[src/common/core_pkg.sv]
package core_pkg;

    localparam int def_dwidth = 32;
    localparam int def_awidth = 5;
    localparam int def_pc_width = 32;

    localparam int alu_width = 14;
    localparam int opcode_width = 11;

    // bit positions in the one-hot alu code.
    localparam int alu_add = 0;
    localparam int alu_sub = 1;
    localparam int alu_slt = 2;
    localparam int alu_sltu = 3;
    localparam int alu_xor = 4;
    localparam int alu_or = 5;
    localparam int alu_and = 6;
    localparam int alu_sll = 7;
    localparam int alu_srl = 8;
    localparam int alu_sra = 9;
    localparam int alu_eq = 10;
    localparam int alu_neq = 11;
    localparam int alu_ge = 12;
    localparam int alu_geu = 13;

    // bit positions in the one-hot opcode class.
    localparam int op_rtype = 0;
    localparam int op_itype = 1;
    localparam int op_load_word = 2;
    localparam int op_store_word = 3;
    localparam int op_branch = 4;
    localparam int op_jal = 5;
    localparam int op_jalr = 6;
    localparam int op_lui = 7;
    localparam int op_auipc = 8;
    localparam int op_system = 9;
    localparam int op_fence = 10;

    typedef struct packed {
        logic [6:0] funct7;
        logic [4:0] rs2, rs1;
        logic [2:0] funct3;
        logic [4:0] rd;
        logic [6:0] opcode;
    } r_fmt_t;

    typedef struct packed {
        logic [11:0] imm;
        logic [4:0] rs1;
        logic [2:0] funct3;
        logic [4:0] rd;
        logic [6:0] opcode;
    } i_fmt_t;

    typedef struct packed {
        logic [6:0] imm_11_5;
        logic [4:0] rs2, rs1;
        logic [2:0] funct3;
        logic [4:0] imm_4_0;
        logic [6:0] opcode;
    } s_fmt_t;

    typedef struct packed {
        logic imm_12;
        logic [5:0] imm_10_5;
        logic [4:0] rs2, rs1;
        logic [2:0] funct3;
        logic [3:0] imm_4_1;
        logic imm_11;
        logic [6:0] opcode;
    } b_fmt_t;

    typedef struct packed {
        logic [19:0] imm_31_12;
        logic [4:0] rd;
        logic [6:0] opcode;
    } u_fmt_t;

    typedef struct packed {
        logic imm_20;
        logic [9:0] imm_10_1;
        logic imm_11;
        logic [7:0] imm_19_12;
        logic [4:0] rd;
        logic [6:0] opcode;
    } j_fmt_t;

    // one instruction word, seen through each encoding format.
    typedef union packed {
        r_fmt_t r_fmt;
        i_fmt_t i_fmt;
        s_fmt_t s_fmt;
        b_fmt_t b_fmt;
        u_fmt_t u_fmt;
        j_fmt_t j_fmt;
    } instr_word_t;

    // an instruction ready to execute.
    typedef struct packed {
        logic [alu_width-1:0] alu;
        logic [opcode_width-1:0] opcode;
        logic [2:0] funct3;
        logic [def_awidth-1:0] rd_addr;
        logic [def_dwidth-1:0] rs1, rs2, imm;
        logic [def_pc_width-1:0] pc;
    } dec_bundle_t;

    typedef struct packed {
        logic we;
        logic [def_awidth-1:0] rd_addr;
        logic [def_dwidth-1:0] rd_data;
        logic change_pc;
        logic [def_pc_width-1:0] next_pc;
    } exe_result_t;

endpackage
[src/hdl/exec_core.sv]
`timescale 1ns/10ps

module exec_core import core_pkg::*; #(
    parameter int DWIDTH = 32,
    parameter int AWIDTH = 5,
    parameter int PC_WIDTH = 32
) (
    input  logic                e_clk,
    input  logic                e_rst,
    input  instr_word_t         instr,
    input  logic [PC_WIDTH-1:0] pc,
    input  logic                instr_ce,
    input  logic                stall,
    input  logic                flush,
    output exe_result_t         result,
    output logic                result_ce
);

    logic [AWIDTH-1:0] rs1_addr, rs2_addr;
    logic [DWIDTH-1:0] rs1_data, rs2_data;
    dec_bundle_t dec;
    logic dec_ce;
    logic [DWIDTH-1:0] alu_a, alu_b, alu_result;
    logic [alu_width-1:0] alu_code;
    logic dec_flush;

    // a taken redirect drops the younger instruction still in decode.
    assign dec_flush = flush || (result_ce && result.change_pc);

    instr_decode #(.DWIDTH(DWIDTH), .AWIDTH(AWIDTH), .PC_WIDTH(PC_WIDTH)) u_decode (
        .flush(dec_flush),
        .*
    );

    execute #(.DWIDTH(DWIDTH), .AWIDTH(AWIDTH), .PC_WIDTH(PC_WIDTH)) u_execute (
        .*
    );

    alu #(.DWIDTH(DWIDTH)) u_alu (
        .*
    );

    writeback #(.DWIDTH(DWIDTH), .AWIDTH(AWIDTH)) u_writeback (
        .*
    );

endmodule

[src/hdl/writeback.sv]
`timescale 1ns/10ps

module writeback import core_pkg::*; #(
    parameter int DWIDTH = 32,
    parameter int AWIDTH = 5
) (
    input  logic              e_clk,
    input  logic              e_rst,
    input  exe_result_t       result,
    input  logic              result_ce,
    input  logic              stall,
    input  logic [AWIDTH-1:0] rs1_addr,
    input  logic [AWIDTH-1:0] rs2_addr,
    output logic [DWIDTH-1:0] rs1_data,
    output logic [DWIDTH-1:0] rs2_data
);

    localparam int depth = 2 ** AWIDTH;

    logic [DWIDTH-1:0] regs [depth];
    logic written;
    logic wr_en;

    // a result held through a stall is written on the first edge only.
    assign wr_en = result_ce && result.we && (result.rd_addr != '0) && !written;

    always_ff @(posedge e_clk, negedge e_rst) begin
        if (!e_rst) begin
            written <= 1'b0;
            for (int i = 0; i < depth; i++) begin
                regs[i] <= '0;
            end
        end else begin
            written <= stall && (written || result_ce);
            if (wr_en) begin
                regs[result.rd_addr] <= result.rd_data;
            end
        end
    end

    assign rs1_data = (rs1_addr == '0) ? '0 : regs[rs1_addr];
    assign rs2_data = (rs2_addr == '0) ? '0 : regs[rs2_addr];

endmodule

[src/hdl/instr_decode.sv]
`timescale 1ns/10ps

module instr_decode import core_pkg::*; #(
    parameter int DWIDTH = 32,
    parameter int AWIDTH = 5,
    parameter int PC_WIDTH = 32
) (
    input  logic                e_clk,
    input  logic                e_rst,
    input  instr_word_t         instr,
    input  logic [PC_WIDTH-1:0] pc,
    input  logic                instr_ce,
    input  logic                stall,
    input  logic                flush,
    output logic [AWIDTH-1:0]   rs1_addr,
    output logic [AWIDTH-1:0]   rs2_addr,
    input  logic [DWIDTH-1:0]   rs1_data,
    input  logic [DWIDTH-1:0]   rs2_data,
    output dec_bundle_t         dec,
    output logic                dec_ce
);

    localparam logic [6:0] opc_rtype = 7'b0110011;
    localparam logic [6:0] opc_itype = 7'b0010011;
    localparam logic [6:0] opc_load = 7'b0000011;
    localparam logic [6:0] opc_store = 7'b0100011;
    localparam logic [6:0] opc_branch = 7'b1100011;
    localparam logic [6:0] opc_jal = 7'b1101111;
    localparam logic [6:0] opc_jalr = 7'b1100111;
    localparam logic [6:0] opc_lui = 7'b0110111;
    localparam logic [6:0] opc_auipc = 7'b0010111;
    localparam logic [6:0] opc_system = 7'b1110011;
    localparam logic [6:0] opc_fence = 7'b0001111;

    logic [opcode_width-1:0] op_class;
    logic [alu_width-1:0] alu_code;
    logic [DWIDTH-1:0] imm, imm_i, imm_s, imm_b, imm_u, imm_j;
    logic dec_ce_q;

    // alt selects sub (register form only) and sra.
    function automatic logic [alu_width-1:0] arith_code(input logic [2:0] f3,
                                                       input logic alt,
                                                       input logic reg_op);
        logic [alu_width-1:0] code;
        code = '0;
        case (f3)
            3'd0: code[(alt && reg_op) ? alu_sub : alu_add] = 1'b1;
            3'd1: code[alu_sll] = 1'b1;
            3'd2: code[alu_slt] = 1'b1;
            3'd3: code[alu_sltu] = 1'b1;
            3'd4: code[alu_xor] = 1'b1;
            3'd5: code[alt ? alu_sra : alu_srl] = 1'b1;
            3'd6: code[alu_or] = 1'b1;
            default: code[alu_and] = 1'b1;
        endcase
        return code;
    endfunction

    assign rs1_addr = instr.r_fmt.rs1;
    assign rs2_addr = instr.r_fmt.rs2;

    assign imm_i = {{(DWIDTH-12){instr.i_fmt.imm[11]}}, instr.i_fmt.imm};
    assign imm_s = {{(DWIDTH-12){instr.s_fmt.imm_11_5[6]}}, instr.s_fmt.imm_11_5,
                    instr.s_fmt.imm_4_0};
    assign imm_b = {{(DWIDTH-13){instr.b_fmt.imm_12}}, instr.b_fmt.imm_12, instr.b_fmt.imm_11,
                    instr.b_fmt.imm_10_5, instr.b_fmt.imm_4_1, 1'b0};
    assign imm_u = DWIDTH'({instr.u_fmt.imm_31_12, 12'b0});
    assign imm_j = {{(DWIDTH-21){instr.j_fmt.imm_20}}, instr.j_fmt.imm_20,
                    instr.j_fmt.imm_19_12, instr.j_fmt.imm_11, instr.j_fmt.imm_10_1, 1'b0};

    // load, store, system and fence keep a zero alu code and act as nops.
    always_comb begin
        op_class = '0;
        alu_code = '0;
        imm = '0;
        case (instr.r_fmt.opcode)
            opc_rtype: begin
                op_class[op_rtype] = 1'b1;
                alu_code = arith_code(instr.r_fmt.funct3, instr.r_fmt.funct7[5], 1'b1);
            end
            opc_itype: begin
                op_class[op_itype] = 1'b1;
                alu_code = arith_code(instr.i_fmt.funct3, instr.r_fmt.funct7[5], 1'b0);
                imm = imm_i;
            end
            opc_branch: begin
                op_class[op_branch] = 1'b1;
                imm = imm_b;
                case (instr.b_fmt.funct3)
                    3'd0: alu_code[alu_eq] = 1'b1;
                    3'd1: alu_code[alu_neq] = 1'b1;
                    3'd4: alu_code[alu_slt] = 1'b1;
                    3'd5: alu_code[alu_ge] = 1'b1;
                    3'd6: alu_code[alu_sltu] = 1'b1;
                    3'd7: alu_code[alu_geu] = 1'b1;
                    default: alu_code = '0;
                endcase
            end
            opc_jal: begin
                op_class[op_jal] = 1'b1;
                alu_code[alu_add] = 1'b1;
                imm = imm_j;
            end
            opc_jalr: begin
                op_class[op_jalr] = 1'b1;
                alu_code[alu_add] = 1'b1;
                imm = imm_i;
            end
            opc_lui: begin
                op_class[op_lui] = 1'b1;
                alu_code[alu_add] = 1'b1;
                imm = imm_u;
            end
            opc_auipc: begin
                op_class[op_auipc] = 1'b1;
                alu_code[alu_add] = 1'b1;
                imm = imm_u;
            end
            opc_load: begin
                op_class[op_load_word] = 1'b1;
                imm = imm_i;
            end
            opc_store: begin
                op_class[op_store_word] = 1'b1;
                imm = imm_s;
            end
            opc_system: op_class[op_system] = 1'b1;
            opc_fence: op_class[op_fence] = 1'b1;
            default: op_class = '0;
        endcase
    end

    always_ff @(posedge e_clk, negedge e_rst) begin
        if (!e_rst) begin
            dec_ce_q <= 1'b0;
        end else if (!stall) begin
            dec_ce_q <= instr_ce;
        end
    end

    always_ff @(posedge e_clk) begin
        if (instr_ce && !stall) begin
            dec.alu <= alu_code;
            dec.opcode <= op_class;
            dec.funct3 <= instr.r_fmt.funct3;
            dec.rd_addr <= instr.r_fmt.rd;
            dec.rs1 <= rs1_data;
            dec.rs2 <= rs2_data;
            dec.imm <= imm;
            dec.pc <= pc;
        end
    end

    // a flush kills the held instruction before execute can take it.
    // the word sampled on the same edge still loads.
    assign dec_ce = dec_ce_q && !flush;

endmodule

[src/execute/execute.sv]
`timescale 1ns/10ps

module execute import core_pkg::*; #(
    parameter int DWIDTH = 32,
    parameter int AWIDTH = 5,
    parameter int PC_WIDTH = 32
) (
    input  logic                 e_clk,
    input  logic                 e_rst,
    input  dec_bundle_t          dec,
    input  logic                 dec_ce,
    input  logic                 stall,
    input  logic                 flush,
    input  logic [DWIDTH-1:0]    alu_result,
    output logic [DWIDTH-1:0]    alu_a,
    output logic [DWIDTH-1:0]    alu_b,
    output logic [alu_width-1:0] alu_code,
    output exe_result_t          result,
    output logic                 result_ce
);

    logic is_rtype, is_itype, is_branch, is_jal, is_jalr, is_lui, is_auipc;
    logic taken;
    logic [PC_WIDTH-1:0] link_pc, branch_target, jalr_target;
    logic res_we, res_change_pc;
    logic [AWIDTH-1:0] res_rd_addr;
    logic [DWIDTH-1:0] res_rd_data;
    logic [PC_WIDTH-1:0] res_next_pc;

    assign is_rtype = dec.opcode[op_rtype];
    assign is_itype = dec.opcode[op_itype];
    assign is_branch = dec.opcode[op_branch];
    assign is_jal = dec.opcode[op_jal];
    assign is_jalr = dec.opcode[op_jalr];
    assign is_lui = dec.opcode[op_lui];
    assign is_auipc = dec.opcode[op_auipc];

    assign alu_code = dec.alu;

    always_comb begin
        if (is_lui) begin
            alu_a = '0;
        end else if (is_jal || is_auipc) begin
            alu_a = DWIDTH'(dec.pc);
        end else begin
            alu_a = dec.rs1;
        end
    end

    assign alu_b = (is_rtype || is_branch) ? dec.rs2 : dec.imm;

    assign link_pc = PC_WIDTH'(dec.pc) + PC_WIDTH'(4);
    assign branch_target = PC_WIDTH'(dec.pc) + PC_WIDTH'(dec.imm);
    assign jalr_target = PC_WIDTH'(dec.rs1 + dec.imm) & ~PC_WIDTH'(1);

    // branch compares leave their outcome in bit 0.
    assign taken = is_jal || is_jalr || (is_branch && alu_result[0]);

    always_ff @(posedge e_clk, negedge e_rst) begin
        if (!e_rst) begin
            result_ce <= 1'b0;
            res_we <= 1'b0;
            res_change_pc <= 1'b0;
        end else if (!stall) begin
            result_ce <= dec_ce && !flush;
            if (dec_ce) begin
                res_we <= is_rtype || is_itype || is_jal || is_jalr || is_lui || is_auipc;
                res_change_pc <= taken;
            end
        end
    end

    always_ff @(posedge e_clk) begin
        if (dec_ce && !stall) begin
            res_rd_addr <= dec.rd_addr;
            res_rd_data <= (is_jal || is_jalr) ? DWIDTH'(link_pc) : alu_result;
            res_next_pc <= is_jalr ? jalr_target : branch_target;
        end
    end

    assign result = '{
        we: res_we,
        rd_addr: res_rd_addr,
        rd_data: res_rd_data,
        change_pc: res_change_pc,
        next_pc: res_next_pc
    };

endmodule

[src/execute/alu.sv]
`timescale 1ns/10ps

module alu import core_pkg::*; #(
    parameter int DWIDTH = 32
) (
    input  logic [DWIDTH-1:0]    alu_a,
    input  logic [DWIDTH-1:0]    alu_b,
    input  logic [alu_width-1:0] alu_code,
    output logic [DWIDTH-1:0]    alu_result
);

    logic [4:0] shamt;
    logic is_eq, is_lt, is_ltu;

    function automatic logic [DWIDTH-1:0] flag_word(input logic flag);
        return {{(DWIDTH-1){1'b0}}, flag};
    endfunction

    assign shamt = alu_b[4:0];
    assign is_eq = (alu_a == alu_b);
    assign is_lt = ($signed(alu_a) < $signed(alu_b));
    assign is_ltu = (alu_a < alu_b);

    // exactly one bit is set.
    // an empty code gives zero.
    always_comb begin
        case (1'b1)
            alu_code[alu_add]: alu_result = alu_a + alu_b;
            alu_code[alu_sub]: alu_result = alu_a - alu_b;
            alu_code[alu_slt]: alu_result = flag_word(is_lt);
            alu_code[alu_sltu]: alu_result = flag_word(is_ltu);
            alu_code[alu_xor]: alu_result = alu_a ^ alu_b;
            alu_code[alu_or]: alu_result = alu_a | alu_b;
            alu_code[alu_and]: alu_result = alu_a & alu_b;
            alu_code[alu_sll]: alu_result = alu_a << shamt;
            alu_code[alu_srl]: alu_result = alu_a >> shamt;
            alu_code[alu_sra]: alu_result = DWIDTH'($signed(alu_a) >>> shamt);
            alu_code[alu_eq]: alu_result = flag_word(is_eq);
            alu_code[alu_neq]: alu_result = flag_word(!is_eq);
            alu_code[alu_ge]: alu_result = flag_word(!is_lt);
            alu_code[alu_geu]: alu_result = flag_word(!is_ltu);
            default: alu_result = '0;
        endcase
    end

endmodule

[config.mk]
export PLATFORM = sky130hd
export DESIGN_NAME = exec_core
export DESIGN_NICKNAME = d
export VERILOG_FILES = /design/src/common/core_pkg.sv /design/src/hdl/exec_core.sv /design/src/hdl/writeback.sv /design/src/hdl/instr_decode.sv /design/src/execute/execute.sv /design/src/execute/alu.sv
export SDC_FILE = /design/constraint.sdc
export NUM_CORES = 2
export LEC_CHECK = 0
export ABC_AREA = 1
export BUFFER_PORTS_ARGS = -buffer_cell sky130_fd_sc_hd__buf_4
export CAP_MARGIN = 20
export CORE_MARGIN = 3
export CORE_UTILIZATION = 25
export DETAILED_ROUTE_END_ITERATION = 12
export PLACE_DENSITY = 0.39
export SYNTH_ARGS = -nofsm -noshare
export SYNTH_HDL_FRONTEND = slang
export SYNTH_SLANG_ARGS = --single-unit
export TNS_END_PERCENT = 1
[constraint.sdc]
create_clock -name e_clk -period 4.4 [get_ports e_clk]
set_input_delay 0.44 -clock e_clk [delete_from_list [all_inputs] [get_ports e_clk]]
set_output_delay 0.44 -clock e_clk [all_outputs]
set_load 0.01 [all_outputs]
# [Word level (Yosys, flattened, before mapping)]
# Cells that the tools add are included.
[word_totals] register_bits=1254 latchBits=0 ram_bits=0 mem_bits_ro=0 in_bits=69 output_inout_bits=72 word_cells=200 mem_count=0
[op_classes] n_addsub=5 n_mul=0 n_div=0 magnitude_cmp=10 eq_ne=17 shifts=3 muxes=69 n_bitwise=7 n_reduce_logical=41
[ops] cell="1024-bit bitwise mux" n=1
[ops] cell="32-bit 2-to-1 mux" n=23
[ops] cell="32-bit binary-select mux with 5-bit select" n=2
[ops] cell="32-bit demux with 5-bit select" n=1
[ops] cell="32-bit case mux with 5 select lines" n=1
[ops] cell="32-bit adder" n=3
[ops] cell="32-bit by 1-bit >= comparator with 1-bit output (second input constant)" n=2
[ops] cell="32-bit less-than comparator" n=2
[ops] cell="32-bit by 6-bit less-than comparator with 1-bit output (second input constant)" n=2
[ops] cell="13-bit case mux with 3 select lines" n=1
[ops] cell="32-bit by 3-bit adder with 32-bit output (second input constant)" n=1
[ops] cell="32-bit bitwise AND" n=1
[ops] cell="32-bit equality test" n=1
[ops] cell="32-bit OR" n=1
[ops] cell="32-bit by 5-bit << shifter with 32-bit output" n=1
[ops] cell="32-bit by 5-bit >> shifter with 32-bit output" n=1
[ops] cell="32-bit by 5-bit >>> shifter with 32-bit output" n=1
[ops] cell="32-bit subtractor" n=1
[ops] cell="32-bit bitwise XOR" n=1
[ops] cell="7-bit by 6-bit equality test with 1-bit output (second input constant)" n=3
[ops] cell="7-bit equality test (second input constant)" n=3
[ops] cell="1-bit 2-to-1 mux" n=21
[ops] cell="1-bit case mux with 3 select lines" n=7
[ops] cell="6-bit >= comparator (second input constant)" n=3
[ops] cell="other kinds (25)" n=68

# [Logic depth before layout (Yosys ltp)]
[depth] ltp_word=21 mapped_depth=34 depth_no_buf=32

# [Cells and area by module]
# Synthesis repeated with hierarchy kept, for this count alone.
[unflattened] cells_unflattened=12103 hier_area_um2=80885.1
[modules_own_cells] module="writeback" n_inst=1 cells_per_inst=8335 area_per_inst_um2=56482.9
[modules_own_cells] module="alu" n_inst=1 cells_per_inst=1863 area_per_inst_um2=9406.5
[modules_own_cells] module="execute" n_inst=1 cells_per_inst=1543 area_per_inst_um2=9211.3
[modules_own_cells] module="instr_decode" n_inst=1 cells_per_inst=359 area_per_inst_um2=5773.0
[modules_own_cells] module="exec_core" n_inst=1 cells_per_inst=3 area_per_inst_um2=11.3

# [Least setup slack after synthesis]
# No wires, ideal clock.
[synth_timing] path_type="input port to flip-flop" startpoint="input instr_ce" endpoint="register u_decode.dec_ce_q" t_arrival_ns=7.534 required_time_ns=4.283 slack_ns=-3.251 cell_stages=3 n_path_buf=0 path_cell_list="inv_1 > nor2_1 > o21bai_1"
[synth_lines] element="start, declared" line="exec_core.sv:12" text="input logic instr_ce,"
[synth_lines] element="end signal, assigned" line="instr_decode.sv:137" text="dec_ce_q <= instr_ce;"
[synth_lines] element="end, declared" line="instr_decode.sv:38" text="logic dec_ce_q;"

# [Final worst setup path]
[layout_timing] startpoint="register u_decode.dec[141] (netlist name)" endpoint="register u_execute.res_rd_data[25], data pin"
[layout_between] elab_chain_len=15
[layout_rtl] element="1-bit logical OR" line="execute.sv:43" text="end else if (is_jal || is_auipc) begin"
[layout_rtl] element="32-bit 2-to-1 mux" line="execute.sv:43"
[layout_rtl] element="32-bit 2-to-1 mux" line="execute.sv:41" text="if (is_lui) begin"
[layout_rtl] element="32-bit by 5-bit >>> shifter with 32-bit output" line="alu.sv:37" text="alu_code[alu_sra]: alu_result = DWIDTH'($signed(alu_a) >>> shamt);"
[layout_rtl] element="32-bit 2-to-1 mux (10 in a row)" line="alu.sv:27" text="case (1'b1)"
[layout_rtl] element="32-bit 2-to-1 mux *" line="execute.sv:76" text="res_rd_data <= (is_jal || is_jalr) ? DWIDTH'(link_pc) : alu_result;"
[layout_rtl] element="end signal, assigned" line="execute.sv:76"
[layout_rtl] element="end, declared" line="execute.sv:27" text="logic [DWIDTH-1:0] res_rd_data;"
# Every way passes the cells marked *; elsewhere a longest branch is shown, timed or not.
# A chain may end at the register's enable or synchronous reset.

==> summary.txt <==
Status
  • Outcome: completed

Synth
  • Number of library cell types mapped by synthesis: 68
  • Gate count of the mapped netlist: 10,385
  • Post-Syn Area per Cell: 7.308 um^2
  • Post-Synth Adder-Cell Area: under 10%
  • Cell area after synthesis: approximately 76,000 um^2
  • Post-synthesis mux area share: 0.06594%
  • Main synth FF type: dfrtp_1
  • Sequential share of the synthesized area: 42.75%
  • Number of enable flip-flop cells after synthesis: roughly 220
  • Largest family of logic cells by synthesized area: compound AO/OA/AOI/OAI gates
  • Fraction of synthesis flops using an asynchronous set or reset pin: around 82%
  • Syn Nets: 10,617
  • Fraction of the mapped netlist area in simple logic gates: 18.20%
  • Number of storage elements in the synthesis netlist: 1,252
  • Compound-Gate Fraction of Synth Area: between 20% and 30%
  • Xor and xnor area share after synthesis: 0.6578%
  • Number of synthesis warnings: 0

Floorplanning
  • Num ports: 141
  • DIE HEIGHT: 557.0 um
  • Core Area: 301,000 um^2
  • Starting utilization of the core area: ~25%
  • Die ar.: approximately 310,000 um^2
  • Die Width: ~560 um
  • Placement Rows: between 200 and 250

Detailed routing
  • Residual DRC: 0
  • Total wire length after detailed routing: between 300 and 400 mm
  • Post-route ant nets: 0
  • First drt pass iteration count: 6
  • Routed wire length per instance: ~27 um
  • Via count normalized by instance count: between 5 and 6
  • Vias after detailed routing: just under 80,000
  • Number of DRC violations after detailed-routing iteration 0: 8,339

STA
  • Post-route clock skew: between 0.05 and 0.06 ns
  • Final critical delay including setup and external delays: 4.216 ns
  • Worst-case headroom to the max-slew limit: 18.12%
  • Final sum of negative setup slack: 0 ns
  • Setup repair after global routing missed its margin: no
  • Final Worst Setup Slack: 0.1842 ns
  • Final number of max-transition violations: 0
  • Count of endpoints failing hold in the final timing report: 0
  • Worst-Margin Slew: 1.228 ns
  • FMAX: 0.2372 GHz
  • Tcrit/Tclk final: a little over nine tenths
  • Count of final setup violators: 0

Place
  • Port Buf Inserts: 140
  • Number of placed instances with taps included: 14,140
  • Post-placement setup slack: 0.2346 ns
  • Hpwl dp: approximately 260 mm
  • RePlAce Congestion: 0.9707
  • Area after detailed placement: 83,760 um^2

CTS
  • H-tree Lvls: 4
  • Num CTS Buffers: 169
  • Clock tree sinks: 1,252
  • Clock-pin slew reported for the worst setup and hold paths after clock tree synthesis: about 0.070 ns
  • TritonCTS clock tree: done
  • Clock buffer depth: 4
  • Clock Latency Late Sink: ~0.85 ns
  • Root buffer cell: clkbuf_16

Final layout
  • Post-layout nets: between 10,000 and 15,000
  • Design area: about 90,000 um^2
  • Post-layout instance count excluding filler cells: 14,503
  • Filler cell count in the final layout: between 30,000 and 40,000
  • Combined flip-flop and latch cell area: 32,450 um^2
  • Final core occ: 29.83%
  • Fraction of layout cells with a size suffix above 1: under 10%
  • Total area of multi-input combinational cells: 37,500 um^2
  • Syn-to-layout area delta: 18.32%

Critical path
  • Register-to-Register Path Depth: 19
  • Critical Path AT: 4.88 ns
  • Worst R2R End: u_execute.res_rd_data[25]
  • Startpoint of the most critical register-to-register path: u_decode.dec[141]
  • Cells along the critical path: nor2_2 > buf_4 > nand2_1 > nand3_1 > inv_1 > ha_1 > inv_1 > a21oi_1 > o21ai_0 > a21oi_1 > buf_4 > o21ai_1 > a21oi_1 > o21bai_1 > nand2_1 > nand2_1 > xor2_1 > a21oi_1 > a21oi_1
  • Critical path buffer and inverter count: 4
  • Worst path top cell family by delay: compound AO/OA/AOI/OAI gates
  • CP max stage delay: 0.50 ns
  • Kind of critical path: reg -> reg
  • Required @ worst endpoint: 5.07 ns
  • Cell with the biggest individual delay on the critical path: o21ai_0
  • Cell with the most instances on the worst path: a21oi_1
  • Critical path capture point type: flip-flop
  • Max FO, Critical Path: 8
  • Element type at the critical path start: flip-flop
  • Setup slack of the worst register-to-register path: 0.18 ns

GRT
  • Overall overflow remaining after global route: 0
  • Number of antenna violations at the first check in global routing: 41
  • Maximum number of pins on one net before global-route repair: 117
  • Overall global routing resource usage: 24.78%
  • Number of global-route vias before repair: between 70,000 and 80,000
  • Global-route wire length before repair: 562.3 mm

Pwr
  • LEAKAGE: around 39 nW
  • Areal power density over the cells: 376.7 nW/um^2
  • Worst VDD drop: 0.3184 mV

Min path
  • Hold Path Origin: instr[30]
  • Cells on Worst Hold Path: 2
  • Path category of the worst min-delay check: in -> reg
  • Hold path endpoint: u_decode.dec[155]

Job
  • Max-capacitance violation count: 0
==> cells by family after synthesis <==
| kind of cell | after synthesis |
|---|---|
| buf+inv | 1656 |
| flops | 1252 |
| xor+xnor | 57 |
| simple gates | 3458 |
| fa+ha+maj | 163 |
| compound gates | 3794 |
| mux | 5 |
==> worst reg2reg max path, stage by stage, from the launching register on <==
cell	delay [ns]
edfxtp_1	0.48
nor2_2	0.23
buf_4	0.23
nand2_1	0.09
nand3_1	0.11
inv_1	0.12
ha_1	0.36
inv_1	0.09
a21oi_1	0.07
o21ai_0	0.50
a21oi_1	0.20
buf_4	0.19
o21ai_1	0.37
a21oi_1	0.15
o21bai_1	0.25
nand2_1	0.10
nand2_1	0.09
xor2_1	0.15
a21oi_1	0.08
a21oi_1	0.20
==> state kept, by name (all words and copies together) (netlist names), 5 cells and up <==
| register | count |
|---|---|
| u_writeback.regs | 1024 |
| u_decode.dec | 154 |
| u_execute.res_next_pc | 32 |
| u_execute.res_rd_data | 32 |
| u_execute.res_rd_addr | 5 |
==> repair_timing <==
item / in CTS / in global routing
gates resized for setup: 0 / 1
buffers inserted: 0 / 2
endpoints found under the setup margin: 0 / 1
hold buffers: 46 / 0
hold endpoints to repair: 95 / 0
==> synth_stat cells, types with 10 or more instances <==
cell          n  area share [%]
nand2_1    2345              12
inv_2        14           0.069
a221o_1      26            0.34
a41oi_1      34            0.39
a21oi_1     736             4.9
o21ai_0    2317              15
xnor2_1      10            0.12
a31oi_1      60            0.49
ha_1        159             2.6
o22ai_1      96            0.79
dfrtp_1    1029              34
o21bai_1     13            0.13
nand3_1     396             2.6
buf_2        73            0.48
a211oi_1     63            0.62
nor3_1       30            0.20
nor2_1      599             3.0
buf_1        48            0.24
clkbuf_1    728             3.6
o211ai_1    249             2.5
nand4_1      20            0.16
xor2_1       47            0.54
o21a_1       18            0.18
o21ai_1      86            0.57
a2111oi_0    13            0.15
nor4_1       19            0.16
o221ai_1     10            0.12
edfxtp_1    223             8.8
inv_1       772             3.8
a311oi_1     30            0.35
==> cells in the final DEF (no fill, tap or decap), types with 33 or more instances in the layout <==
cell type | synthesis | routed
xor2_1 | 47 | 47
nand3_1 | 396 | 396
a31oi_1 | 60 | 60
dlygate4sd3_1 | 0 | 46
clkbuf_1 | 728 | 45
dfrtp_1 | 1029 | 1029
a21oi_1 | 736 | 736
o22ai_1 | 96 | 96
inv_1 | 772 | 766
buf_4 | 8 | 586
o211ai_1 | 249 | 249
a211oi_1 | 63 | 63
nand2_1 | 2345 | 2313
edfxtp_1 | 223 | 223
a41oi_1 | 34 | 33
ha_1 | 159 | 159
o21ai_1 | 86 | 84
clkbuf_8 | 0 | 42
o21ai_0 | 2317 | 2317
clkbuf_16 | 0 | 174
nor2_1 | 599 | 592
buf_12 | 0 | 71
==> routing by layer <==
| layer | global-route usage [%] | vias to the layer above | wire length, um |
|---|---|---|---|
| met5 | 0 | - | 11 |
| met4 | 8.196 | 2 | 14400 |
| met3 | 3.288 | 555 | 25420 |
| met2 | 38.92 | 3135 | 175600 |
| met1 | 34.95 | 38207 | 180300 |
| li1 | - | 35313 | - |
==> power by group <==
| group | switching (mW) | total, mW | internal [mW] | leakage (nW) |
|---|---|---|---|---|
| clock network | 5.74 | 14.0 | 8.30 | 2.70 |
| registers | 0.736 | 13.5 | 12.8 | 16.1 |
| logic | 4.24 | 6.28 | 2.03 | 19.8 |
| total | 10.7 | 33.8 | 23.1 | 38.6 |
==> cell type report <==
class                   instances  share of cell area, %
repair buffers                709                  7.109
clock inverters                41                 0.4264
flip-flops and latches       1252                  36.13
clock buffers                 261                  5.681
multi-input cells            7477                  41.76
diodes                         11                0.03065
inverters                     794                  3.344
well taps                    3958                  5.515
==> how the worst max path moves through the flow <==
stage	startpoint	end	cells after the start
after detailed placement	u_decode.dec[136]	u_execute.res_rd_data[30]	23
after global routing	u_decode.dec[141]	u_execute.res_rd_data[25]	19
after floorplan	u_decode.dec[136]	u_execute.res_rd_data[24]	23
after CTS	u_decode.dec[136]	u_execute.res_rd_data[30]	23
final	u_decode.dec[141]	u_execute.res_rd_data[25]	19
after global placement	u_decode.dec[136]	u_execute.res_rd_data[30]	22
==> through the flow <==
| step | total power [mW] | hold slack [ns] |
|---|---|---|
| floorplan | 16.97 | 0.1444 |
| global placement | 19.87 | 0.3756 |
| detailed placement | 19.87 | 0.3802 |
| CTS | 34.12 | 0.007320 |
| global route | 35.38 | 0.03153 |
| finish | 33.83 | 0.06535 |
Note: power is estimated with default switching activity, not from simulation.
